### src/logic/aes_ctrl_params.svh
// Constants for the sparse code, round counter and round counts, included by package and RTL
`ifndef AES_CTRL_PARAMS_SVH
`define AES_CTRL_PARAMS_SVH

// Sparse two-value code, one rail per bit
`define AES_SP2V_WIDTH 3
`define AES_SP2V_HIGH  3'b011
`define AES_SP2V_LOW   3'b100

// Round counter
`define AES_RND_CTR_W  4

// Rounds per key length
`define AES_NR_128     10
`define AES_NR_192     12
`define AES_NR_256     14

`endif

### src/logic/aes_ctrl_pkg.sv
// Sparse enums and packed structs shared by the round controller RTL and its testbench
`include "aes_ctrl_params.svh"

package aes_ctrl_pkg;

  // Sparse two-value signal, any other code is illegal
  typedef enum logic [`AES_SP2V_WIDTH-1:0] {
    SP2V_HIGH = `AES_SP2V_HIGH,
    SP2V_LOW  = `AES_SP2V_LOW
  } sp2v_e;

  // One-hot key length
  typedef enum logic [2:0] {
    KEY_128 = 3'b001,
    KEY_192 = 3'b010,
    KEY_256 = 3'b100
  } key_len_e;

  typedef enum logic [2:0] {
    STATE_INIT  = 3'b011,
    STATE_ROUND = 3'b101,
    STATE_CLEAR = 3'b110
  } state_sel_e;

  typedef enum logic [2:0] {
    ADD_RK_INIT  = 3'b001,
    ADD_RK_ROUND = 3'b010,
    ADD_RK_FINAL = 3'b100
  } add_rk_sel_e;

  // Selector payload of one rail
  typedef struct packed {
    state_sel_e  state_sel;
    add_rk_sel_e add_rk_sel;
  } sel_bundle_t;

  // Datapath control towards the cipher state and key adder
  typedef struct packed {
    state_sel_e                state_sel;
    sp2v_e                     state_we;
    add_rk_sel_e               add_rk_sel;
    logic [`AES_RND_CTR_W-1:0] round;
  } dp_ctrl_t;

  typedef logic [`AES_SP2V_WIDTH-1:0] rail_bits_t; // One bit per rail

endpackage

### src/logic/aes_sparse_chk.sv
// Splits sparse two-value inputs into rail bits and flags illegal codes for the controller top
`timescale 1ns/1ps
`include "aes_ctrl_params.svh"

module aes_sparse_chk #(
  parameter int unsigned NumSig = 2
) (
  input  logic                                   clk_i,
  input  logic                                   rst_ni,
  input  aes_ctrl_pkg::sp2v_e      [NumSig-1:0]  sig_i,
  output aes_ctrl_pkg::rail_bits_t [NumSig-1:0]  bits_o,
  output logic                                   err_o
);
  import aes_ctrl_pkg::*;

  always_comb begin
    err_o = 1'b0;
    for (int i = 0; i < NumSig; i++) begin
      bits_o[i] = rail_bits_t'(sig_i[i]); // Raw bits, one per rail
      err_o     = err_o | (sig_i[i] != SP2V_HIGH && sig_i[i] != SP2V_LOW); // Unknown code gives X
    end
  end

  // Error flag must stay resolved so the rails never see X
  a_err_known : assert property (
    @(posedge clk_i) disable iff (!rst_ni) !$isunknown(err_o)
  );

endmodule

### src/logic/aes_round_fsm.sv
// Single rail of the redundant AES round controller, instantiated once per bit of the sparse code
`timescale 1ns/1ps
`include "aes_ctrl_params.svh"

module aes_round_fsm #(
  parameter bit ActiveHigh = 1'b1
) (
  input  logic                        clk_i,
  input  logic                        rst_ni,

  // Handshakes, one bit of each sparse signal in this rail's polarity
  input  logic                        in_valid_i,
  output logic                        in_ready_o,
  output logic                        out_valid_o,
  input  logic                        out_ready_i,

  input  aes_ctrl_pkg::key_len_e      key_len_i,
  input  logic                        enc_err_i,
  input  logic                        sel_err_i,
  input  logic                        ctr_err_i,
  output logic                        alert_o,

  output logic                        state_we_o,
  output aes_ctrl_pkg::sel_bundle_t   sel_o,
  output logic [`AES_RND_CTR_W-1:0]   rnd_o
);
  import aes_ctrl_pkg::*;

  // Encodings kept apart so a single flipped bit lands in default
  typedef enum logic [4:0] {
    IDLE   = 5'b01110,
    INIT   = 5'b11011,
    ROUND  = 5'b00101,
    FINISH = 5'b10000,
    ERROR  = 5'b11101
  } fsm_e;

  fsm_e                      state_d, state_q;
  logic [`AES_RND_CTR_W-1:0] rnd_d, rnd_q;
  logic [`AES_RND_CTR_W-1:0] nr_d, nr_q;   // Last round, latched at start
  logic                      in_valid, out_ready;
  logic                      in_ready, out_valid, state_we;

  // Rail polarity
  assign in_valid    = ActiveHigh ? in_valid_i  : ~in_valid_i;
  assign out_ready   = ActiveHigh ? out_ready_i : ~out_ready_i;
  assign in_ready_o  = ActiveHigh ? in_ready    : ~in_ready;
  assign out_valid_o = ActiveHigh ? out_valid   : ~out_valid;
  assign state_we_o  = ActiveHigh ? state_we    : ~state_we;

  ////////////////////////////////////////////////////////////////////////////
  // Next state
  always_comb begin
    state_d = state_q;
    rnd_d   = rnd_q;
    nr_d    = nr_q;
    case (state_q)
      IDLE: begin
        if (in_valid) begin // Ready is implied in idle
          state_d = INIT;
          case (key_len_i)
            KEY_128: nr_d = `AES_RND_CTR_W'(`AES_NR_128);
            KEY_192: nr_d = `AES_RND_CTR_W'(`AES_NR_192);
            KEY_256: nr_d = `AES_RND_CTR_W'(`AES_NR_256);
            default: state_d = ERROR;
          endcase
        end
      end
      INIT: begin
        state_d = ROUND;
        rnd_d   = `AES_RND_CTR_W'(1);
      end
      ROUND: begin
        if (rnd_q == nr_q) begin
          state_d = FINISH;
          rnd_d   = '0;
        end else begin
          rnd_d = rnd_q + 1'b1;
        end
      end
      FINISH: if (out_ready) state_d = IDLE;
      ERROR:  state_d = ERROR; // Terminal
      default: state_d = ERROR;
    endcase

    // Any detected fault overrides the sequence
    if (enc_err_i || sel_err_i || ctr_err_i) begin
      state_d = ERROR;
      rnd_d   = '0;
    end
  end

  ////////////////////////////////////////////////////////////////////////////
  // Outputs, from state only
  always_comb begin
    in_ready         = 1'b0;
    out_valid        = 1'b0;
    state_we         = 1'b0;
    alert_o          = 1'b0;
    sel_o.state_sel  = STATE_CLEAR;
    sel_o.add_rk_sel = ADD_RK_INIT;
    case (state_q)
      IDLE: in_ready = 1'b1;
      INIT: begin
        state_we        = 1'b1;
        sel_o.state_sel = STATE_INIT;
      end
      ROUND: begin
        state_we         = 1'b1;
        sel_o.state_sel  = STATE_ROUND;
        sel_o.add_rk_sel = (rnd_q == nr_q) ? ADD_RK_FINAL : ADD_RK_ROUND;
      end
      FINISH:  out_valid = 1'b1;
      default: alert_o   = 1'b1; // Error and illegal states
    endcase
  end

  assign rnd_o = rnd_q;

  always_ff @(posedge clk_i or negedge rst_ni) begin
    if (!rst_ni) begin
      state_q <= IDLE;
      rnd_q   <= '0;
      nr_q    <= `AES_RND_CTR_W'(`AES_NR_128);
    end else begin
      state_q <= state_d;
      rnd_q   <= rnd_d;
      nr_q    <= nr_d;
    end
  end

  // Only reset leaves the error state
  a_error_sticky : assert property (
    @(posedge clk_i) disable iff (!rst_ni) state_q == ERROR |=> state_q == ERROR
  );

endmodule

### src/logic/aes_rail_combine.sv
// OR-combines one payload from all controller rails and flags any rail that disagrees
`timescale 1ns/1ps
`include "aes_ctrl_params.svh"

module aes_rail_combine #(
  parameter type payload_t = logic [`AES_RND_CTR_W-1:0]
) (
  input  payload_t [`AES_SP2V_WIDTH-1:0] rail_i,
  output payload_t                       comb_o,
  output logic                           err_o
);

  // A single rail can raise a bit
  always_comb begin
    comb_o = '0;
    for (int i = 0; i < `AES_SP2V_WIDTH; i++) begin
      comb_o = payload_t'(comb_o | rail_i[i]);
    end
  end

  // Any rail short of the combined value is out of step
  always_comb begin
    err_o = 1'b0;
    for (int i = 0; i < `AES_SP2V_WIDTH; i++) begin
      if (rail_i[i] != comb_o) begin
        err_o = 1'b1;
      end
    end
  end

endmodule

### src/logic/aes_ctrl_out.sv
// Output stage of the round controller, rebuilds sparse signals and merges the alert rails
`timescale 1ns/1ps
`include "aes_ctrl_params.svh"

module aes_ctrl_out (
  input  logic                        clk_i,
  input  logic                        rst_ni,
  input  aes_ctrl_pkg::rail_bits_t    in_ready_i,
  input  aes_ctrl_pkg::rail_bits_t    out_valid_i,
  input  aes_ctrl_pkg::rail_bits_t    state_we_i,
  input  aes_ctrl_pkg::rail_bits_t    alert_i,
  input  aes_ctrl_pkg::sel_bundle_t   sel_i,
  input  logic [`AES_RND_CTR_W-1:0]   rnd_i,
  output aes_ctrl_pkg::sp2v_e         in_ready_o,
  output aes_ctrl_pkg::sp2v_e         out_valid_o,
  output aes_ctrl_pkg::dp_ctrl_t      dp_ctrl_o,
  output logic                        alert_o
);
  import aes_ctrl_pkg::*;

  assign alert_o    = |alert_i;
  assign in_ready_o = sp2v_e'(in_ready_i);

  // No result leaves once a fault is seen
  assign out_valid_o = alert_o ? SP2V_LOW : sp2v_e'(out_valid_i);

  assign dp_ctrl_o.state_sel  = sel_i.state_sel;
  assign dp_ctrl_o.state_we   = sp2v_e'(state_we_i);
  assign dp_ctrl_o.add_rk_sel = sel_i.add_rk_sel;
  assign dp_ctrl_o.round      = rnd_i;

  // Alert stays up and keeps the output closed
  a_alert_blocks_valid : assert property (
    @(posedge clk_i) disable iff (!rst_ni)
    alert_o |=> alert_o && out_valid_o != SP2V_HIGH
  );

endmodule

### src/logic/aes_round_ctrl.sv
// Top of the redundant AES round controller, one FSM rail per bit of the sparse handshake code
`timescale 1ns/1ps
`include "aes_ctrl_params.svh"

module aes_round_ctrl (
  input  logic                     clk_i,
  input  logic                     rst_ni,
  input  aes_ctrl_pkg::sp2v_e      in_valid_i,
  output aes_ctrl_pkg::sp2v_e      in_ready_o,
  input  aes_ctrl_pkg::key_len_e   key_len_i,
  output aes_ctrl_pkg::sp2v_e      out_valid_o,
  input  aes_ctrl_pkg::sp2v_e      out_ready_i,
  output aes_ctrl_pkg::dp_ctrl_t   dp_ctrl_o,
  output logic                     alert_o
);
  import aes_ctrl_pkg::*;

  localparam rail_bits_t RailPolarity = SP2V_HIGH; // Bit i set means rail i is active high

  sp2v_e       [1:0]                                   chk_sig;
  rail_bits_t  [1:0]                                   chk_bits;
  logic                                                enc_err;
  rail_bits_t                                          rail_in_ready;
  rail_bits_t                                          rail_out_valid;
  rail_bits_t                                          rail_state_we;
  rail_bits_t                                          rail_alert;
  sel_bundle_t [`AES_SP2V_WIDTH-1:0]                   rail_sel;
  logic        [`AES_SP2V_WIDTH-1:0][`AES_RND_CTR_W-1:0] rail_rnd;
  sel_bundle_t                                         sel;
  logic        [`AES_RND_CTR_W-1:0]                    rnd;
  logic                                                sel_err;
  logic                                                ctr_err;

  ////////////////////////////////////////////////////////////////////////////
  // Input code check
  assign chk_sig[0] = in_valid_i;
  assign chk_sig[1] = out_ready_i;

  aes_sparse_chk #(
    .NumSig ( 2 )
  ) u_sparse_chk (
    .clk_i  ( clk_i    ),
    .rst_ni ( rst_ni   ),
    .sig_i  ( chk_sig  ),
    .bits_o ( chk_bits ),
    .err_o  ( enc_err  )
  );

  ////////////////////////////////////////////////////////////////////////////
  // Rails
  for (genvar i = 0; i < `AES_SP2V_WIDTH; i++) begin : gen_rail
    aes_round_fsm #(
      .ActiveHigh ( RailPolarity[i] )
    ) u_round_fsm (
      .clk_i       ( clk_i             ),
      .rst_ni      ( rst_ni            ),
      .in_valid_i  ( chk_bits[0][i]    ),
      .in_ready_o  ( rail_in_ready[i]  ),
      .out_valid_o ( rail_out_valid[i] ),
      .out_ready_i ( chk_bits[1][i]    ),
      .key_len_i   ( key_len_i         ),
      .enc_err_i   ( enc_err           ),
      .sel_err_i   ( sel_err           ),
      .ctr_err_i   ( ctr_err           ),
      .alert_o     ( rail_alert[i]     ), // OR-combined
      .state_we_o  ( rail_state_we[i]  ),
      .sel_o       ( rail_sel[i]       ),
      .rnd_o       ( rail_rnd[i]       )
    );
  end

  // Selectors and round count, compared across rails
  aes_rail_combine #(
    .payload_t ( sel_bundle_t )
  ) u_sel_combine (
    .rail_i ( rail_sel ),
    .comb_o ( sel      ),
    .err_o  ( sel_err  )
  );

  aes_rail_combine #(
    .payload_t ( logic [`AES_RND_CTR_W-1:0] )
  ) u_rnd_combine (
    .rail_i ( rail_rnd ),
    .comb_o ( rnd      ),
    .err_o  ( ctr_err  )
  );

  aes_ctrl_out u_ctrl_out (
    .clk_i       ( clk_i          ),
    .rst_ni      ( rst_ni         ),
    .in_ready_i  ( rail_in_ready  ),
    .out_valid_i ( rail_out_valid ),
    .state_we_i  ( rail_state_we  ),
    .alert_i     ( rail_alert     ),
    .sel_i       ( sel            ),
    .rnd_i       ( rnd            ),
    .in_ready_o  ( in_ready_o     ),
    .out_valid_o ( out_valid_o    ),
    .dp_ctrl_o   ( dp_ctrl_o      ),
    .alert_o     ( alert_o        )
  );

endmodule

### config.mk
export PLATFORM = sky130hd
export DESIGN_NAME = aes_round_ctrl
export DESIGN_NICKNAME = d
export VERILOG_FILES = /design/src/logic/aes_ctrl_pkg.sv /design/src/logic/aes_sparse_chk.sv /design/src/logic/aes_round_fsm.sv /design/src/logic/aes_rail_combine.sv /design/src/logic/aes_ctrl_out.sv /design/src/logic/aes_round_ctrl.sv
export VERILOG_INCLUDE_DIRS = /design/src /design/src/logic
export SDC_FILE = /design/constraint.sdc
export NUM_CORES = 1
export LEC_CHECK = 0
export BUFFER_PORTS_ARGS = -buffer_cell sky130_fd_sc_hd__buf_2
export CAP_MARGIN = 20
export CELL_PAD_IN_SITES_DETAIL_PLACEMENT = 1
export CELL_PAD_IN_SITES_GLOBAL_PLACEMENT = 2
export CORE_AREA = 2 2 89 91
export CTS_BUF_LIST = sky130_fd_sc_hd__clkbuf_8 sky130_fd_sc_hd__clkbuf_16
export DETAILED_ROUTE_END_ITERATION = 8
export DIE_AREA = 0 0 91 93
export GPL_ROUTABILITY_DRIVEN = 0
export PLACE_DENSITY_LB_ADDON = 0.3
export SYNTH_ARGS = -nofsm -noshare
export SYNTH_HDL_FRONTEND = slang
export SYNTH_SLANG_ARGS = --single-unit
### constraint.sdc
create_clock -name clk_i -period 2.1 [get_ports clk_i]
set_input_delay 0.63 -clock clk_i [delete_from_list [all_inputs] [get_ports clk_i]]
set_output_delay 0.63 -clock clk_i [all_outputs]
set_load 0.02 [all_outputs]
==> impl_metrics.ini <==
[status]
status = finished with violations
violations = setup timing

[power_and_ir_drop]
powerDensity_nw_per_um2 = 296
p_leak_nw = 1.73
peakVddDrop_mv = 0.227
total_power_mw = 1.23

[timing]
setup_viol = 42
hold_viol = 0
totalNegativeSetupSlack_ns = -12.12
slew_headroom = 0.535
post-route-min-period_ns = 2.57
drv_slew = 0
fin_worst_hold_slack_ns = 0.258
tightest_slew_ns = 0.690
skew_ns = 0.00634
max_freq_ghz = 0.389
rsz0062_at_grt = true
finalWorstSetupSlack_ns = -0.470
period_share = 1.22

[yosys]
synth_seq_cells = 33
syn_nets = 272
yosysSeqAreaShare = 0.372
synth.distinct_cells = 56
synth.avg_cell_area_um2 = 8.75
yosys.area.top_type_share = 0.233
synthFlopType = dfrtp_1
syn_area_um2 = 2260
yosys-top-cells-area = dfrtp_1, dfstp_2, o21ai_0
async_flop_share = 1.00
synth_edf_count = 0
ys_warn_count = 0
synth_largest_area_cell = dfrtp_1
netlist_instances = 258

[clock_tree]
cts_sinks = 33
holdBufCountCts = 0
root_buffer = clkbuf_8
clk_latency_ns = 0.30
clkTransAtPathRegs_ns = 0.07
tritoncts = yes
cts-buffers-inserted = 5
clock_path_buffers = 2
cts.htree.levels = 2

[die]
die_y_um = 93
core.rowCount = 32
io-pin-count = 31
design.die.area_um2 = 8460
die_w_um = 91
core_um2 = 7530
initial_core_util = 0.300

[finish]
register_area_um2 = 846
multi_input_area_um2 = 1780
fin_nets = 408
final_util = 0.552
syn_to_final_growth_pct = 83.9
fin_cells = 497
fillCellCount = 873
antenna_cells = 0
fin_area_um2 = 4150
drive_gt1_frac = 0.625

[global_route]
grt_max_degree = 18
grt_usage = 0.237
grt_pass1_wl_um = 15500
grt_antenna_before_repair = 0
grt_pass1_vias = 2900
grt_overflow = 0

[worst_setup_path]
crit_type = register to output port
worstPathCellList = xor2_1 -> or3_4 -> nor2b_1 -> or3_4 -> buf_6
crit_path_frequent_cell = or3_4
critPathMaxStageDelay_ns = 0.44
cp_max_fo = 2
cp.required_ns = 1.47
startpoint_type = register
slowest_stage = dfrtp_2
cp-end-kind = output port
worst_ep_arrival_time_ns = 1.94
r2r_setup_slack_ns = -0.37

[detailed_routing]
via_count = 2665
drt_iter0_markers = 95
drc = 0
ant_nets = 0
drtPass1Iterations = 4
wirelength_um = 9870
avgViaCountPerCell = 5.36
wl_per_cell_um = 19.9

[place]
hpwlAfterDp_um = 6830
numPortBuffers = 30
place_area_um2 = 3190
pre_cts_ws_ns = -0.392
post-place-cells = 460

[flow_run]
maxCapViolations = 0

[min_path]
hold_path_class = primary input to asynchronous set/reset pin
[layout make-up]
| type | count | share of cell area |
|---|---|---|
| clock buffers | 5 | 0.0166 |
| clock inverters | 3 | 0.00331 |
| inverters | 6 | 0.00542 |
| multi-input cells | 202 | 0.429 |
| flip-flops and latches | 33 | 0.204 |
| well taps | 102 | 0.0307 |
| repair buffers | 146 | 0.311 |
[worst max-delay path: cells and delay by family, from the launching register on]
family	cells	cell delay, ns
buf+inv	1	0.14
simple gates	3	0.90
flops	1	0.44
xor+xnor	1	0.18
[per-layer routing]
metal | share of wire | GRT usage | vias up
met5 | 0 | 0 | -
met4 | 0.028 | 0.0783 | 0
met3 | 0.040 | 0.0226 | 24
met2 | 0.53 | 0.442 | 69
met1 | 0.40 | 0.285 | 1321
li1 | - | - | 1251
[flip-flops by register name, indices dropped and copies added (netlist names)]
register / cells
gen_rail.u_round_fsm.nr_q: 6
gen_rail.u_round_fsm.state_q: 15
gen_rail.u_round_fsm.rnd_o: 12
[power by group]
group          total [mW]  switching [mW]  leakage, nW  internal (mW)
Combinational      0.0997          0.0613         1.30         0.0384
Sequential          0.636   0.00000000910        0.383          0.636
Clock               0.492           0.267       0.0491          0.225
[worst paths after layout]
check	from	end	depth (start not counted)
worst max-delay path	gen_rail[0].u_round_fsm.rnd_o[1]$_DFFE_PN0P_	dp_ctrl_o[5]	5
worst min-delay path	rst_ni	gen_rail[2].u_round_fsm.rnd_o[3]$_DFFE_PN0P_	1
worst max register to register	gen_rail[2].u_round_fsm.state_q[2]$_DFFE_PN1P_	gen_rail[0].u_round_fsm.state_q[0]$_DFFE_PN0P_	8
worst min register to register	gen_rail[2].u_round_fsm.nr_q[2]$_DFFE_PN0P_	gen_rail[2].u_round_fsm.nr_q[2]$_DFFE_PN0P_	2
max in group asynchronous	rst_ni	gen_rail[1].u_round_fsm.state_q[2]$_DFFE_PN1P_	2
min in group clk_i	key_len_i[1]	gen_rail[2].u_round_fsm.nr_q[1]$_DFFE_PN1P_	2
[logic make-up (layout without fill, tap and decap cells)]
family	count (synthesis)	after routing	share of synthesized area
xor+xnor	8	8	0.0310
compound gates	75	75	0.229
buf+inv	23	160	0.0504
simple gates	116	116	0.301
flops	33	33	0.372
fa+ha+maj	3	3	0.0166
[timing repair]
action | in CTS | in global routing
pin swaps | 37 | 22
gates cloned | 1 | 0
endpoints found under the setup margin | 46 | 47
gates resized for setup | 123 | 44
buffers inserted | 22 | 12
[layout by cell type (no fill, tap or decap), drive strengths merged, types with 4 or more instances in the layout]
| cell | n |
|---|---|
| nor2b | 5 |
| dfstp | 12 |
| nand3b | 4 |
| or2 | 4 |
| or3 | 13 |
| nor3 | 12 |
| xor2 | 5 |
| nand3 | 15 |
| clkbuf | 5 |
| inv | 7 |
| nor2 | 13 |
| a22oi | 9 |
| dfrtp | 21 |
| nand2 | 19 |
| nand2b | 9 |
| buf | 146 |
| o21ai | 18 |
| a31oi | 8 |
| o311ai | 4 |
| a21oi | 12 |
| a2111oi | 4 |
[synth_stat cells, types with 4 or more instances]
| library cell | count |
|---|---|
| dfrtp_1 | 21 |
| nand2_1 | 19 |
| o21ai_0 | 17 |
| nand3_1 | 15 |
| nor2_1 | 13 |
| a21oi_1 | 12 |
| dfstp_2 | 12 |
| nor3_1 | 12 |
| or3_1 | 12 |
| a22oi_1 | 9 |
| nand2b_1 | 9 |
| a31oi_1 | 8 |
| buf_4 | 6 |
| clkbuf_1 | 6 |
| inv_1 | 6 |
| nor2b_1 | 5 |
| xor2_1 | 5 |
| buf_2 | 4 |
| nand3b_1 | 4 |
No activity file was read; power rests on OpenSTA's default activity.
